==> config.mk <==
export PLATFORM = sky130hd
export DESIGN_NAME = gain_scaler_top
export DESIGN_NICKNAME = d
export VERILOG_FILES = /design/src/source/scaler_pkg.sv /design/src/source/gain_combiner.sv /design/src/source/gain_scaler_top.sv /design/src/source/skid_buffer.sv
export VERILOG_INCLUDE_DIRS = /design/src /design/src/source
export SDC_FILE = /design/constraint.sdc
export NUM_CORES = 1
export LEC_CHECK = 0
export BUFFER_PORTS_ARGS = -buffer_cell sky130_fd_sc_hd__buf_2
export CORE_UTILIZATION = 45
export DETAILED_ROUTE_END_ITERATION = 6
export PLACE_DENSITY = 0.61
export SKIP_LAST_GASP = 1
export SYNTH_ARGS = -nofsm -noshare
export SYNTH_HDL_FRONTEND = slang
export SYNTH_HIERARCHICAL = 1
export SYNTH_SLANG_ARGS = --single-unit
==> constraint.sdc <==
create_clock -name i_clock -period 7.1 [get_ports i_clock]
set_input_delay 1.42 -clock i_clock [delete_from_list [all_inputs] [get_ports i_clock]]
set_output_delay 1.42 -clock i_clock [all_outputs]
set_load 0.02 [all_outputs]
==> src/source/scaler_defines.svh <==
`ifndef SCALER_DEFINES_SVH
`define SCALER_DEFINES_SVH

// Widths of the gain stage data paths

// Signed audio sample
`define SAMPLE_WIDTH 16

// Signed gain multiplier
`define GAIN_WIDTH 8

// Unsigned right-shift count applied after the multiply
`define SHIFT_WIDTH 3

`endif

==> src/source/scaler_pkg.sv <==
`include "scaler_defines.svh"

package scaler_pkg;

    // Sample lane payload and result value
    typedef logic signed [`SAMPLE_WIDTH-1:0] sample_t;

    // Gain lane payload
    typedef struct packed {
        logic signed [`GAIN_WIDTH-1:0]  gain;
        logic        [`SHIFT_WIDTH-1:0] shift;
    } gain_t;

    // Product wide enough for any sample times any gain
    typedef logic signed [`SAMPLE_WIDTH+`GAIN_WIDTH-1:0] product_t;

    // Saturated result with its clamp flag
    typedef struct packed {
        sample_t value;
        logic    overflow;
    } result_t;

    // Saturation limits at product width
    localparam product_t SAMPLE_MAX = product_t'(2 ** (`SAMPLE_WIDTH - 1) - 1);
    localparam product_t SAMPLE_MIN = -product_t'(2 ** (`SAMPLE_WIDTH - 1));

endpackage

==> src/source/gain_combiner.sv <==
`timescale 1ns/1ps

module gain_combiner (
    input  logic                i_clock,
    input  logic                i_reset,
    // Sample lane
    input  scaler_pkg::sample_t i_sample,
    input  logic                i_sample_valid,
    output logic                o_sample_ready,
    // Gain lane
    input  scaler_pkg::gain_t   i_gain,
    input  logic                i_gain_valid,
    output logic                o_gain_ready,
    // Result
    output scaler_pkg::result_t o_result,
    output logic                o_result_valid,
    input  logic                i_result_ready
);

    scaler_pkg::product_t product;
    scaler_pkg::product_t shifted;
    scaler_pkg::result_t  next_result;

    logic take;

    // A pair is taken when both heads are present and the result slot frees up
    assign take = i_sample_valid && i_gain_valid && (!o_result_valid || i_result_ready);

    // Both lanes advance together
    assign o_sample_ready = take;
    assign o_gain_ready   = take;

    always_comb begin
        // Sign extend both operands to product width before multiplying
        product = scaler_pkg::product_t'(i_sample) * scaler_pkg::product_t'(i_gain.gain);

        // Arithmetic shift keeps the sign of negative products
        shifted = product >>> i_gain.shift;

        if (shifted > scaler_pkg::SAMPLE_MAX) begin
            next_result.value    = scaler_pkg::sample_t'(scaler_pkg::SAMPLE_MAX);
            next_result.overflow = 1'b1;
        end else if (shifted < scaler_pkg::SAMPLE_MIN) begin
            next_result.value    = scaler_pkg::sample_t'(scaler_pkg::SAMPLE_MIN);
            next_result.overflow = 1'b1;
        end else begin
            next_result.value    = scaler_pkg::sample_t'(shifted);
            next_result.overflow = 1'b0;
        end
    end

    // One-entry result slot
    always_ff @(posedge i_clock) begin
        if (i_reset) begin
            o_result_valid <= 1'b0;
        end else if (take) begin
            o_result_valid <= 1'b1;
        end else if (i_result_ready) begin
            o_result_valid <= 1'b0;
        end
    end

    // Result payload loads only with a new pair
    always_ff @(posedge i_clock) begin
        if (take) begin
            o_result <= next_result;
        end
    end

    // A taken pair is offered on the next cycle
    a_pair_offered: assert property (
        @(posedge i_clock) disable iff (i_reset)
        (o_sample_ready && o_gain_ready) |=> o_result_valid
    );

    // Stalled result stays put and stays offered
    a_result_stable: assert property (
        @(posedge i_clock) disable iff (i_reset)
        (o_result_valid && !i_result_ready) |=> (o_result_valid && $stable(o_result))
    );

endmodule

==> src/source/gain_scaler_top.sv <==
`timescale 1ns/1ps

`include "scaler_defines.svh"

module gain_scaler_top (
    input  logic                     i_clock,
    input  logic                     i_reset,
    // Sample stream
    input  logic [`SAMPLE_WIDTH-1:0] i_sample,
    input  logic                     i_sample_valid,
    output logic                     o_sample_ready,
    // Gain stream
    input  logic [`GAIN_WIDTH-1:0]   i_gain,
    input  logic [`SHIFT_WIDTH-1:0]  i_shift,
    input  logic                     i_gain_valid,
    output logic                     o_gain_ready,
    // Scaled output
    output logic [`SAMPLE_WIDTH-1:0] o_result,
    output logic                     o_overflow,
    output logic                     o_result_valid,
    input  logic                     i_result_ready
);

    scaler_pkg::sample_t sample_in;
    scaler_pkg::gain_t   gain_in;

    // Buffer heads toward the combiner
    scaler_pkg::sample_t sample_head;
    logic                sample_head_valid;
    logic                sample_head_ready;
    scaler_pkg::gain_t   gain_head;
    logic                gain_head_valid;
    logic                gain_head_ready;

    scaler_pkg::result_t result;

    // Plain ports into package types
    assign sample_in     = scaler_pkg::sample_t'(i_sample);
    assign gain_in.gain  = i_gain;
    assign gain_in.shift = i_shift;

    skid_buffer #(
        .T_PAYLOAD(scaler_pkg::sample_t)
    ) sample_skid (
        .i_clock    (i_clock),
        .i_reset    (i_reset),
        .i_in_data  (sample_in),
        .i_in_valid (i_sample_valid),
        .o_in_ready (o_sample_ready),
        .o_out_data (sample_head),
        .o_out_valid(sample_head_valid),
        .i_out_ready(sample_head_ready)
    );

    skid_buffer #(
        .T_PAYLOAD(scaler_pkg::gain_t)
    ) gain_skid (
        .i_clock    (i_clock),
        .i_reset    (i_reset),
        .i_in_data  (gain_in),
        .i_in_valid (i_gain_valid),
        .o_in_ready (o_gain_ready),
        .o_out_data (gain_head),
        .o_out_valid(gain_head_valid),
        .i_out_ready(gain_head_ready)
    );

    gain_combiner combiner (
        .i_clock       (i_clock),
        .i_reset       (i_reset),
        .i_sample      (sample_head),
        .i_sample_valid(sample_head_valid),
        .o_sample_ready(sample_head_ready),
        .i_gain        (gain_head),
        .i_gain_valid  (gain_head_valid),
        .o_gain_ready  (gain_head_ready),
        .o_result      (result),
        .o_result_valid(o_result_valid),
        .i_result_ready(i_result_ready)
    );

    // Result struct back out to plain ports
    assign o_result   = result.value;
    assign o_overflow = result.overflow;

endmodule

==> src/source/skid_buffer.sv <==
`timescale 1ns/1ps

module skid_buffer #(
    parameter type T_PAYLOAD = logic [15:0]
) (
    input  logic     i_clock,
    input  logic     i_reset,
    // Upstream side
    input  T_PAYLOAD i_in_data,
    input  logic     i_in_valid,
    output logic     o_in_ready,
    // Downstream side
    output T_PAYLOAD o_out_data,
    output logic     o_out_valid,
    input  logic     i_out_ready
);

    typedef enum logic [1:0] {
        ST_START,
        ST_IDLE,
        ST_PASSTHRU,
        ST_HALT
    } state_t;

    state_t curr_state;
    state_t next_state;

    // Output register and the one spare slot
    T_PAYLOAD out_data_reg;
    T_PAYLOAD skid_reg;

    T_PAYLOAD next_out_data;
    T_PAYLOAD next_skid_reg;
    logic     next_out_valid;
    logic     next_in_ready;

    logic     in_fire;

    // Registered ready already tells whether an item is accepted
    assign in_fire = i_in_valid && o_in_ready;

    always_comb begin
        next_state     = curr_state;
        next_out_data  = out_data_reg;
        next_out_valid = o_out_valid;
        next_skid_reg  = skid_reg;
        next_in_ready  = o_in_ready;

        case (curr_state)
            ST_START: begin
                // Ready rises one cycle after reset is released
                next_in_ready = 1'b1;
                next_state    = ST_IDLE;
            end
            ST_IDLE: begin
                if (in_fire) begin
                    next_out_data  = i_in_data;
                    next_out_valid = 1'b1;
                    next_state     = ST_PASSTHRU;
                end
            end
            ST_PASSTHRU: begin
                case ({i_out_ready, in_fire})
                    2'b11: begin
                        // Output drained and refilled on the same edge
                        next_out_data = i_in_data;
                    end
                    2'b10: begin
                        next_out_valid = 1'b0;
                        next_state     = ST_IDLE;
                    end
                    2'b01: begin
                        // Park the arriving item while the output stalls
                        next_skid_reg = i_in_data;
                        next_in_ready = 1'b0;
                        next_state    = ST_HALT;
                    end
                    default: begin
                        next_state = ST_PASSTHRU;
                    end
                endcase
            end
            ST_HALT: begin
                if (i_out_ready) begin
                    next_out_data = skid_reg;
                    next_in_ready = 1'b1;
                    next_state    = ST_PASSTHRU;
                end
            end
            default: begin
                next_out_valid = 1'b0;
                next_in_ready  = 1'b0;
                next_state     = ST_START;
            end
        endcase
    end

    // Control state
    always_ff @(posedge i_clock) begin
        if (i_reset) begin
            curr_state  <= ST_START;
            o_out_valid <= 1'b0;
            o_in_ready  <= 1'b0;
        end else begin
            curr_state  <= next_state;
            o_out_valid <= next_out_valid;
            o_in_ready  <= next_in_ready;
        end
    end

    // Payload registers
    always_ff @(posedge i_clock) begin
        out_data_reg <= next_out_data;
        skid_reg     <= next_skid_reg;
    end

    assign o_out_data = out_data_reg;

    // Held output under back-pressure
    a_out_stable: assert property (
        @(posedge i_clock) disable iff (i_reset)
        (o_out_valid && !i_out_ready) |=> $stable(o_out_data)
    );

    // Nothing offered in the cycle after reset is released
    a_out_idle_after_reset: assert property (
        @(posedge i_clock)
        $fell(i_reset) |=> !o_out_valid
    );

endmodule
==> metrics.md, run 1 <==
| Metric | Value |
|---|---|
| Tcrit/Tclk final | roughly 93% |
| Reg2Reg Depth | 20 |
| Post-synth EDFFs | 71 |
| Critical path arrival | 6.67 ns |
| Async S/R FF share, synth | 0% |
| CTS Hold Bufs | 0 |
| CTS tree | done |
| WL/cell | roughly 15 microns |
| CP peak stage delay | around 0.7 ns |
| Worst-Margin Slew | 1.203 ns |
| CP startpoint kind | register |
| Register area share after synthesis | about a quarter |
| Avg Inst Size Synth | slightly below 10 sq um |
| Longest Clk Path Bufs | 2 |
| Clock-pin slew on the worst setup and hold paths | ~0.06 ns |
| Core ar. | around 21,000 sq um |
| Endpoints failing setup | 0 |
| Minimum clock period | 6.592 ns |
| Met1 usage | ~25% |
| First-pass detailed-route iteration total | 4 |
| Grt total ovfl | 0 |
| RR Startpoint | gain_skid/o_out_data[6] |
| Final worst clock skew | slightly above 0.008 ns |
| Die X | about 150 microns |
| Top_reg_cell synth | edfxtp_1 |
| Via count | 6,975 |
| Worst Setup End Kind | register |
| Critical Path RT | around 7.2 ns |
| Antenna fix cells | 0 |
| Post-Syn Nets | 1,170 |
| Yosys reg bits | 80 |
| CTS root buffer | clkbuf_16 |
| Met3 Resource Use GR | 2.362% |
| Iteration-0 DRC Markers | roughly 330 |
| Hold EP | combiner/o_result_valid |
| Final setup TNS | 0 ns |
| Status | finished clean |
| GRT Util Overall | ~20% |
| Largest net degree at the start of global routing | 44 |
| Worst hold start | combiner/o_result_valid |
| Hold Fails Final Rpt | 0 |
| Vias/cell | about 5.4 |
| Area post-placement | roughly 10,000 sq um |
| Post-Syn Instances | just under 1,000 |
| TritonCTS Sinks | 80 |
| Synth unique cells | 96 |
| Via count of the first global-routing pass | about 7,000 |
| Die area | 22,040 sq um |
| WP buf/inv | 5 |
| Reg2reg end | combiner/o_result[2] |
| First-pass GRT wire length | around 34 mm |
| Design Area, Final | approximately 11,000 sq um |
| Final setup slack of the worst path | approximately 0.51 ns |
| Dpl ws | approximately 0.22 ns |
| Port Buf Inserts | 51 |
| Fillcell total | around 2,000 |
| Routed wire length | roughly 20 mm |
| Reg2reg setup slack | roughly 0.51 ns |
| Initial core utilization | 45.91% |
| Worst Hold Depth | 2 |
| GRT Max-Usage Layer | met2 |
| Fin nets | approximately 1,200 |
| DP Wirelength | roughly 16 mm |
| Hold crit path type | register to register |
| Crit-path cells | nand2_1 -> fa_1 -> inv_1 -> fa_1 -> fa_1 -> inv_1 -> fa_1 -> inv_1 -> ha_1 -> and3_1 -> a221o_1 -> a21oi_1 -> and3_1 -> or2_4 -> inv_2 -> a2111oi_4 -> nor3_1 -> o31ai_4 -> buf_4 -> o21ai_0 |
| Cell mode on critical path | fa_1 |
| Layout cell share with drive strength beyond 1 | between 15 and 20% |
| CP delay by family, top | adder cells |
| Initial antenna violation count | 0 |
| Final Util | between 50% and 60% |
| Gp weighted congestion | between 0.8 and 0.9 |
| Max-cap violations | 0 |
| Synthesized area | about 9700 sq um |
| H-tree level count | 3 |
| Count of pins over their slew limit | 0 |
| Chip height | ~150 microns |
| Ys Warns | 6 |
| Worst slew margin relative to its limit | between 15 and 20% |
| # IOs | 52 |
| Clock latency on the worst-skew pair | around 0.35 ns |
| Post-route ant nets | 0 |
| Area delta synth->final | 8.906% |
| DRC Markers | 0 |
| Slowest CP cell | edfxtp_1 |
| CP max FO | 16 |
| Met2 track demand over resource | between 30% and 40% |
| Crit Path Class | register to register |
| Max frequency | roughly 0.15 GHz |
| CTS buffer count | 9 |
| RSZ-0062 raised after global routing | false |
| Flip-flop count of the largest register after layout | 17 |
| Row Count | between 50 and 60 |
worst max-delay path by stage:
stage | start | end | slack (ns) | cells past startpoint
floorplan | gain_skid/o_out_data[10] | combiner/o_result[14] | 0.98 | 22
global placement | gain_skid/o_out_data[10] | combiner/o_result[3] | 0.24 | 21
detailed placement | gain_skid/o_out_data[10] | combiner/o_result[3] | 0.22 | 21
CTS | gain_skid/o_out_data[10] | combiner/o_result[3] | 0.22 | 21
global route | gain_skid/o_out_data[6] | combiner/o_result[4] | 0.15 | 20
finish | gain_skid/o_out_data[6] | combiner/o_result[2] | 0.51 | 20
logic make-up after synthesis:
| group | after synthesis | synth area share [%] |
|---|---|---|
| DFF | 80 | 23.96 |
| buffers and inverters | 204 | 8.478 |
| xor gates and xnor gates | 16 | 1.452 |
| AOI/OAI and AO/OA | 187 | 15.12 |
| muxes | 53 | 6.404 |
| and+or+nand+nor | 279 | 15.85 |
| adders and majority gates | 160 | 28.74 |
cells in the final DEF (no fill, tap or decap), drive strengths merged, types with 5 or more instances in the layout:
cell	Yosys	routed
a2111oi	6	6
a211oi	17	17
a21o	7	7
a21oi	36	36
a311oi	5	5
a31oi	6	6
and2	94	94
and3	7	7
buf	16	67
clkbuf	25	9
clkinvlp	0	5
dfxtp	9	9
edfxtp	71	71
fa	103	103
ha	56	56
inv	162	163
mux2	37	37
mux2i	13	13
nand2	57	57
nand2b	10	10
nand3	13	13
nand4	7	7
nor2	44	44
nor2b	7	7
nor3	16	16
o211ai	10	10
o21a	6	6
o21ai	49	49
o31ai	7	7
xnor2	11	11
xor2	5	5
per-stage QoR:
step / hold WS [ns] / cells
2_1_floorplan: 0.4656 / 979
3_3_place_gp: 0.4763 / 1273
3_5_place_dp: 0.4975 / 1273
4_1_cts: 0.5081 / 1289
5_1_grt: 0.5153 / 1297
6_report: 0.5056 / 1297
worst min-delay path: stages, from the launching register on:
cell and delay [ns]:
dfxtp_1 0.31, nand2b_1 0.08, a21oi_1 0.06
final cells by class:
type	count	area [sq um]	area share, %
sequential	80	2312	22.00
multi-input combinational	695	6551	62.33
tap	275	344.1	3.273
clock buffer	9	225.2	2.143
clock inverter	7	78.83	0.7499
timing repair buffer	67	379.1	3.607
timing repair inverter	1	5.005	0.04761
inverter	163	615.6	5.856
routing by layer:
| metal | routed length (microns) | vias to the layer above |
|---|---|---|
| li1 | - | 3416 |
| met1 | 9031 | 3426 |
| met2 | 10100 | 109 |
| met3 | 550 | 24 |
| met4 | 383 | 0 |
| met5 | 0 | - |
cell usage after synthesis, drive strengths merged (6+ instances only):
cell,n,area (sq um)
inv,162,608.1
fa,103,2062
and2,94,590.6
edfxtp,71,2132
nand2,57,219.0
ha,56,700.7
o21ai,49,294.0
nor2,44,167.7
mux2,37,416.7
a21oi,36,191.4
clkbuf,25,93.84
a211oi,17,142.6
buf,16,112.6
nor3,16,80.08
mux2i,13,133.9
nand3,13,65.06
xnor2,11,96.34
nand2b,10,62.56
o211ai,10,75.07
dfxtp,9,180.2
a21o,7,60.05
and3,7,43.79
nand4,7,50.05
nor2b,7,46.30
o31ai,7,76.32
a2111oi,6,116.4
a31oi,6,43.79
o21a,6,45.04
timing repair:
action                                  CTS  global route
endpoints found under the setup margin    0            14
buffers inserted                          0             6
gates resized for setup                   0             4
Power of run 1 is not shown: default switching activity piles up to over one toggle a cycle in this logic, so the estimate is an artifact.
==> run 2, diff against run 1 <==
--- a/config.mk
+++ b/config.mk
@@ -7,9 +7,9 @@
 export NUM_CORES = 1
 export LEC_CHECK = 0
 export BUFFER_PORTS_ARGS = -buffer_cell sky130_fd_sc_hd__buf_2
-export CORE_UTILIZATION = 45
+export CORE_UTILIZATION = 40
 export DETAILED_ROUTE_END_ITERATION = 6
-export PLACE_DENSITY = 0.61
+export PLACE_DENSITY = 0.55
 export SKIP_LAST_GASP = 1
 export SYNTH_ARGS = -nofsm -noshare
 export SYNTH_HDL_FRONTEND = slang
==> metrics.md, run 2 (synthesis gave the netlist of run 1 again) <==
| Metric | Value |
|---|---|
| Hold crit path type | register to register |
| Minimum clock period | between 6 and 7 ns |
| Worst slew margin relative to its limit | 39.80% |
| CP startpoint kind | register |
| Cell mode on critical path | fa_1 |
| DP Wirelength | roughly 16 mm |
| Commonest non-fill, non-tap cell in the layout | inv_1 |
| CP max FO | 13 |
| Slowest CP cell | fa_1 |
| CTS root buffer | clkbuf_16 |
| Port Buf Inserts | slightly above 50 |
| Largest net degree at the start of global routing | 44 |
| Dpl ws | between 0.2 and 0.25 ns |
| Die X | ~160 microns |
| CTS Hold Bufs | 0 |
| First-pass GRT wire length | 35.56 mm |
| GRT Util Overall | approximately 18% |
| Vias/cell | ~5.2 |
| First-pass detailed-route iteration total | 5 |
| Area post-placement | between 10,000 and 15,000 sq um |
| Fin nets | 1,207 |
| DRC Markers | 0 |
| Antenna fix cells | 0 |
| Via count of the first global-routing pass | 7,343 |
| Die area | between 20,000 and 25,000 sq um |
| Via count | approximately 7,000 |
| Row Count | 56 |
| TritonCTS Sinks | 80 |
| Crit-path cells | clkinvlp_4 -> buf_4 -> nor2_1 -> fa_1 -> fa_1 -> fa_1 -> inv_1 -> fa_1 -> inv_1 -> ha_1 -> a21o_4 -> a311oi_1 -> nor4_1 -> a311o_1 -> nor2_1 -> o211ai_1 -> a311oi_1 -> o211ai_1 -> o31ai_4 -> buf_4 -> o21ai_0 |
| Max frequency | 0.1500 GHz |
| Routed wire length | about 20 mm |
| CTS buffer count | 9 |
| # IOs | 52 |
| Most frequent cells in the layout | 160 x inv_1, 103 x fa_1, 93 x and2_1 |
| Chip height | roughly 160 microns |
| Status | finished clean |
| Crit Path Class | register to register |
| Worst-Margin Slew | 0.9031 ns |
| Fillcell total | approximately 2,400 |
| Iteration-0 DRC Markers | 300 |
| Post-route ant nets | 0 |
| Max-cap violations | 0 |
| Critical Path RT | 7.18 ns |
| Clock-pin slew on the worst setup and hold paths | roughly 0.07 ns |
| Critical path arrival | just under 7 ns |
| Clock latency on the worst-skew pair | between 0.3 and 0.4 ns |
| Design Area, Final | 10,550 sq um |
| Final setup slack of the worst path | about 0.43 ns |
| Grt total ovfl | 0 |
| Area delta synth->final | 9.295% |
| Layout cell share with drive strength beyond 1 | roughly 17% |
| H-tree level count | 3 |
| Hold Fails Final Rpt | 0 |
| CP peak stage delay | between 0.5 and 0.6 ns |
| Worst Setup End Kind | register |
| Count of pins over their slew limit | 0 |
| Initial antenna violation count | 0 |
| CP delay by family, top | adder cells |
| WL/cell | about 15 microns |
| Core ar. | about 24,000 sq um |
| Endpoints failing setup | 0 |
| WP buf/inv | 5 |
| Flip-flop count of the largest register after layout | 17 |
| Tcrit/Tclk final | between 90% and 100% |
| Initial core utilization | 41.00% |
| Gp weighted congestion | 0.8187 |
| Final worst clock skew | 0.008659 ns |
| Final Util | between 40% and 50% |
| Longest Clk Path Bufs | 2 |
| CTS tree | done |
## run 2: final timing paths
check | from | endpoint | slack [ns] | depth (start not counted)
setup reg to reg | gain_skid/o_out_data[10] | combiner/o_result[3] | 0.43 | 21
hold reg to reg | combiner/o_result_valid | combiner/o_result_valid | 0.49 | 2
setup / recovery | gain_skid/o_out_data[10] | combiner/o_result[3] | 0.43 | 21
hold / removal | combiner/o_result_valid | combiner/o_result_valid | 0.49 | 2
## run 2: layout make-up
type                       count  area (sq um)  share of cell area [%]
sequential                    80          2312                   21.92
inverter                     163         615.6                   5.836
clock buffer                  10         239.0                   2.265
clock inverter                 6         50.05                  0.4744
timing repair buffer          67         387.9                   3.677
tap                          319         399.1                   3.784
multi-input combinational    695          6545                   62.04
## run 2: worst reg2reg max path, delay by kind of cell (launching register included)
kind,cells,cell delay (ns)
buffers and inverters,5,0.65
flip-flops,1,0.53
adder cells (fa/ha/maj),5,2.43
AO/OA/AOI/OAI,8,2.21
AND/OR/NAND/NOR,3,0.56
## run 2: stage by stage
stage | std cells | hold WS, ns | TNS, ns
after global placement | 1317 | 0.4767 | 0
after floorplan | 979 | 0.4656 | 0
after CTS | 1333 | 0.4948 | 0
after detailed placement | 1317 | 0.4804 | 0
after global routing | 1340 | 0.5293 | -0.01193
final | 1340 | 0.4889 | 0
## run 2: metal layers
| metal | track usage, % | up-vias | part of all wire (%) |
|---|---|---|---|
| met1 | 23.08 | 3462 | 46 |
| li1 | - | 3411 | - |
| met4 | 6.056 | 0 | 1.8 |
| met2 | 32.05 | 95 | 50 |
| met3 | 2.230 | 26 | 2.2 |
| met5 | 0 | - | 0 |
## run 2: timing repair
action,in CTS,in global routing
resized for setup,0,3
setup buffers,0,7
setup endpoints to repair,0,14
Power of run 2 is left out for the same reason.
==> run 3, diff against run 2 <==
--- a/config.mk
+++ b/config.mk
@@ -7,9 +7,10 @@
 export NUM_CORES = 1
 export LEC_CHECK = 0
 export BUFFER_PORTS_ARGS = -buffer_cell sky130_fd_sc_hd__buf_2
-export CORE_UTILIZATION = 40
+export CORE_UTILIZATION = 55
 export DETAILED_ROUTE_END_ITERATION = 6
-export PLACE_DENSITY = 0.55
+export PLACE_DENSITY_LB_ADDON = 0.15
+export RECOVER_POWER = 100
 export SKIP_LAST_GASP = 1
 export SYNTH_ARGS = -nofsm -noshare
 export SYNTH_HDL_FRONTEND = slang
==> metrics.md, run 3 (synthesis gave the netlist of run 1 again) <==
| Metric | Value |
|---|---|
| CTS buffer count | 9 |
| Flip-flop count of the largest register after layout | 17 |
| Commonest non-fill, non-tap cell in the layout | inv_1 |
| Via count of the first global-routing pass | just over 7,000 |
| Routed wire length | 20.16 mm |
| CTS root buffer | clkbuf_16 |
| Fin nets | roughly 1,200 |
| Clock-pin slew on the worst setup and hold paths | approximately 0.070 ns |
| Minimum clock period | roughly 6.7 ns |
| Area delta synth->final | 6.546% |
| Hold Fails Final Rpt | 0 |
| First-pass detailed-route iteration total | 5 |
| CP startpoint kind | register |
| Initial core utilization | between 50% and 60% |
| Gp weighted congestion | 0.8358 |
| Hold crit path type | register to register |
| Antenna fix cells | 0 |
| H-tree level count | 3 |
| Vias/cell | 5.706 |
| DP Wirelength | ~16 mm |
| CP max FO | 15 |
| Die area | around 18,000 sq um |
| Storage cell area | 2312 sq um |
| Chip height | around 130 microns |
| RSZ-0062 raised after global routing | false |
| Max-cap violations | 2 |
| Port Buf Inserts | 51 |
| Count of pins over their slew limit | 50 |
| Tcrit/Tclk final | 94.59% |
| WL/cell | approximately 16 microns |
| Post-route ant nets | 0 |
| Most frequent cells in the layout | 161 x inv_1, 103 x fa_1, 93 x and2_1 |
| Post_cts resized | 0 |
| Worst Hold Depth | 2 |
| Die X | around 130 microns |
| Row Count | between 40 and 50 |
| Crit Path Class | register to register |
| Violations in the final reports | capacitance limit, slew limit |
| # IOs | between 50 and 60 |
| Multi-input logic area | roughly 6500 sq um |
| Critical path arrival | just under 7 ns |
| Core ar. | between 15,000 and 20,000 sq um |
| CTS Hold Bufs | 0 |
| Via count | 7,070 |
| DRC Markers | 0 |
| Worst slew margin relative to its limit | -39.73% |
| Initial antenna violation count | 0 |
| GRT Util Overall | about 24% |
| TritonCTS Sinks | 80 |
| Max frequency | around 0.15 GHz |
| Final setup TNS | 0 ns |
| Endpoints failing setup | 0 |
| Reg2reg setup slack | just under 0.4 ns |
| Status | finished with violations |
| CTS tree | done |
| Worst-Margin Slew | 2.080 ns |
| Reg2Reg Depth | 21 |
| Iteration-0 DRC Markers | roughly 290 |
| Worst Setup End Kind | register |
| Clock latency on the worst-skew pair | 0.35 ns |
| Largest net degree at the start of global routing | 44 |
| Post-CTS setup buffer count | 0 |
| Final worst clock skew | 0.007604 ns |
| First-pass GRT wire length | approximately 35 mm |
| Layout cell share with drive strength beyond 1 | around 11% |
| Critical Path RT | between 7 and 8 ns |
| Grt total ovfl | 0 |
| Fillcell total | ~1,500 |
| Longest Clk Path Bufs | 2 |
-- run 3: cell count changes in the layout (fill, tap and decap cells not counted), moves of 2 or more --
| cell | change |
|---|---|
| buf_1 | +2 |
| buf_2 | -36 |
| buf_4 | -10 |
| bufinv_16 | +2 |
| clkbuf_1 | +38 |
| mux2_1 | +3 |
| mux2_2 | -3 |
| nor3_1 | +2 |
| nor3_2 | -2 |
| o21ai_0 | +8 |
| o21ai_2 | -7 |
-- run 3: layout make-up --
type | instances | area share, %
multi-input combinational | 695 | 63.09
sequential | 80 | 22.48
inverter | 163 | 5.950
tap | 225 | 2.738
timing repair buffer | 60 | 2.555
clock buffer | 9 | 2.190
clock inverter | 7 | 0.9977
-- run 3: critical path, stage by stage, from the launching register on --
cell and delay [ns]:
edfxtp_1 0.42, inv_1 0.43, nor2_1 0.15, fa_1 0.53, fa_1 0.53, fa_1 0.55
inv_1 0.05, fa_1 0.53, inv_1 0.04, ha_1 0.44, nand4_1 0.29, o22a_1 0.36
and2_4 0.21, a21o_1 0.18, a21oi_1 0.32, or2_4 0.24, inv_2 0.10, a2111oi_4 0.35
nor3_1 0.16, o31ai_4 0.26, buf_4 0.20, o21ai_0 0.11
-- run 3: path summary, 6_finish.rpt --
check	start	to
setup / recovery	gain_skid/o_out_data[10]	combiner/o_result[1]
hold reg to reg	sample_skid/o_out_valid	sample_skid/o_out_valid
setup reg to reg	gain_skid/o_out_data[10]	combiner/o_result[1]
hold / removal	sample_skid/o_out_valid	sample_skid/o_out_valid
-- run 3: per-stage QoR --
stage | hold WS, ns | setup slack [ns] | cells | instance area, sq um | util (%)
3_3_place_gp | 0.4902 | 0.5569 | 1223 | 10060 | 58.38
3_5_place_dp | 0.4933 | 0.5049 | 1223 | 10060 | 58.38
6_report | 0.5036 | 0.3842 | 1239 | 10280 | 59.66
5_1_grt | 0.5438 | 0.04317 | 1239 | 10280 | 59.66
4_1_cts | 0.5084 | 0.4788 | 1239 | 10390 | 60.28
2_1_floorplan | 0.4656 | 0.9828 | 979 | 9652 | -
-- run 3: per-layer routing --
layer / vias up / global-route usage, % / part of all wire, %
met5: - / 0 / 0
met4: 0 / 6.055 / 1.3
met3: 14 / 3.228 / 3.1
met1: 3524 / 31.01 / 44
li1: 3395 / - / -
met2: 137 / 43.41 / 51
Power of run 3 is left out for the same reason.
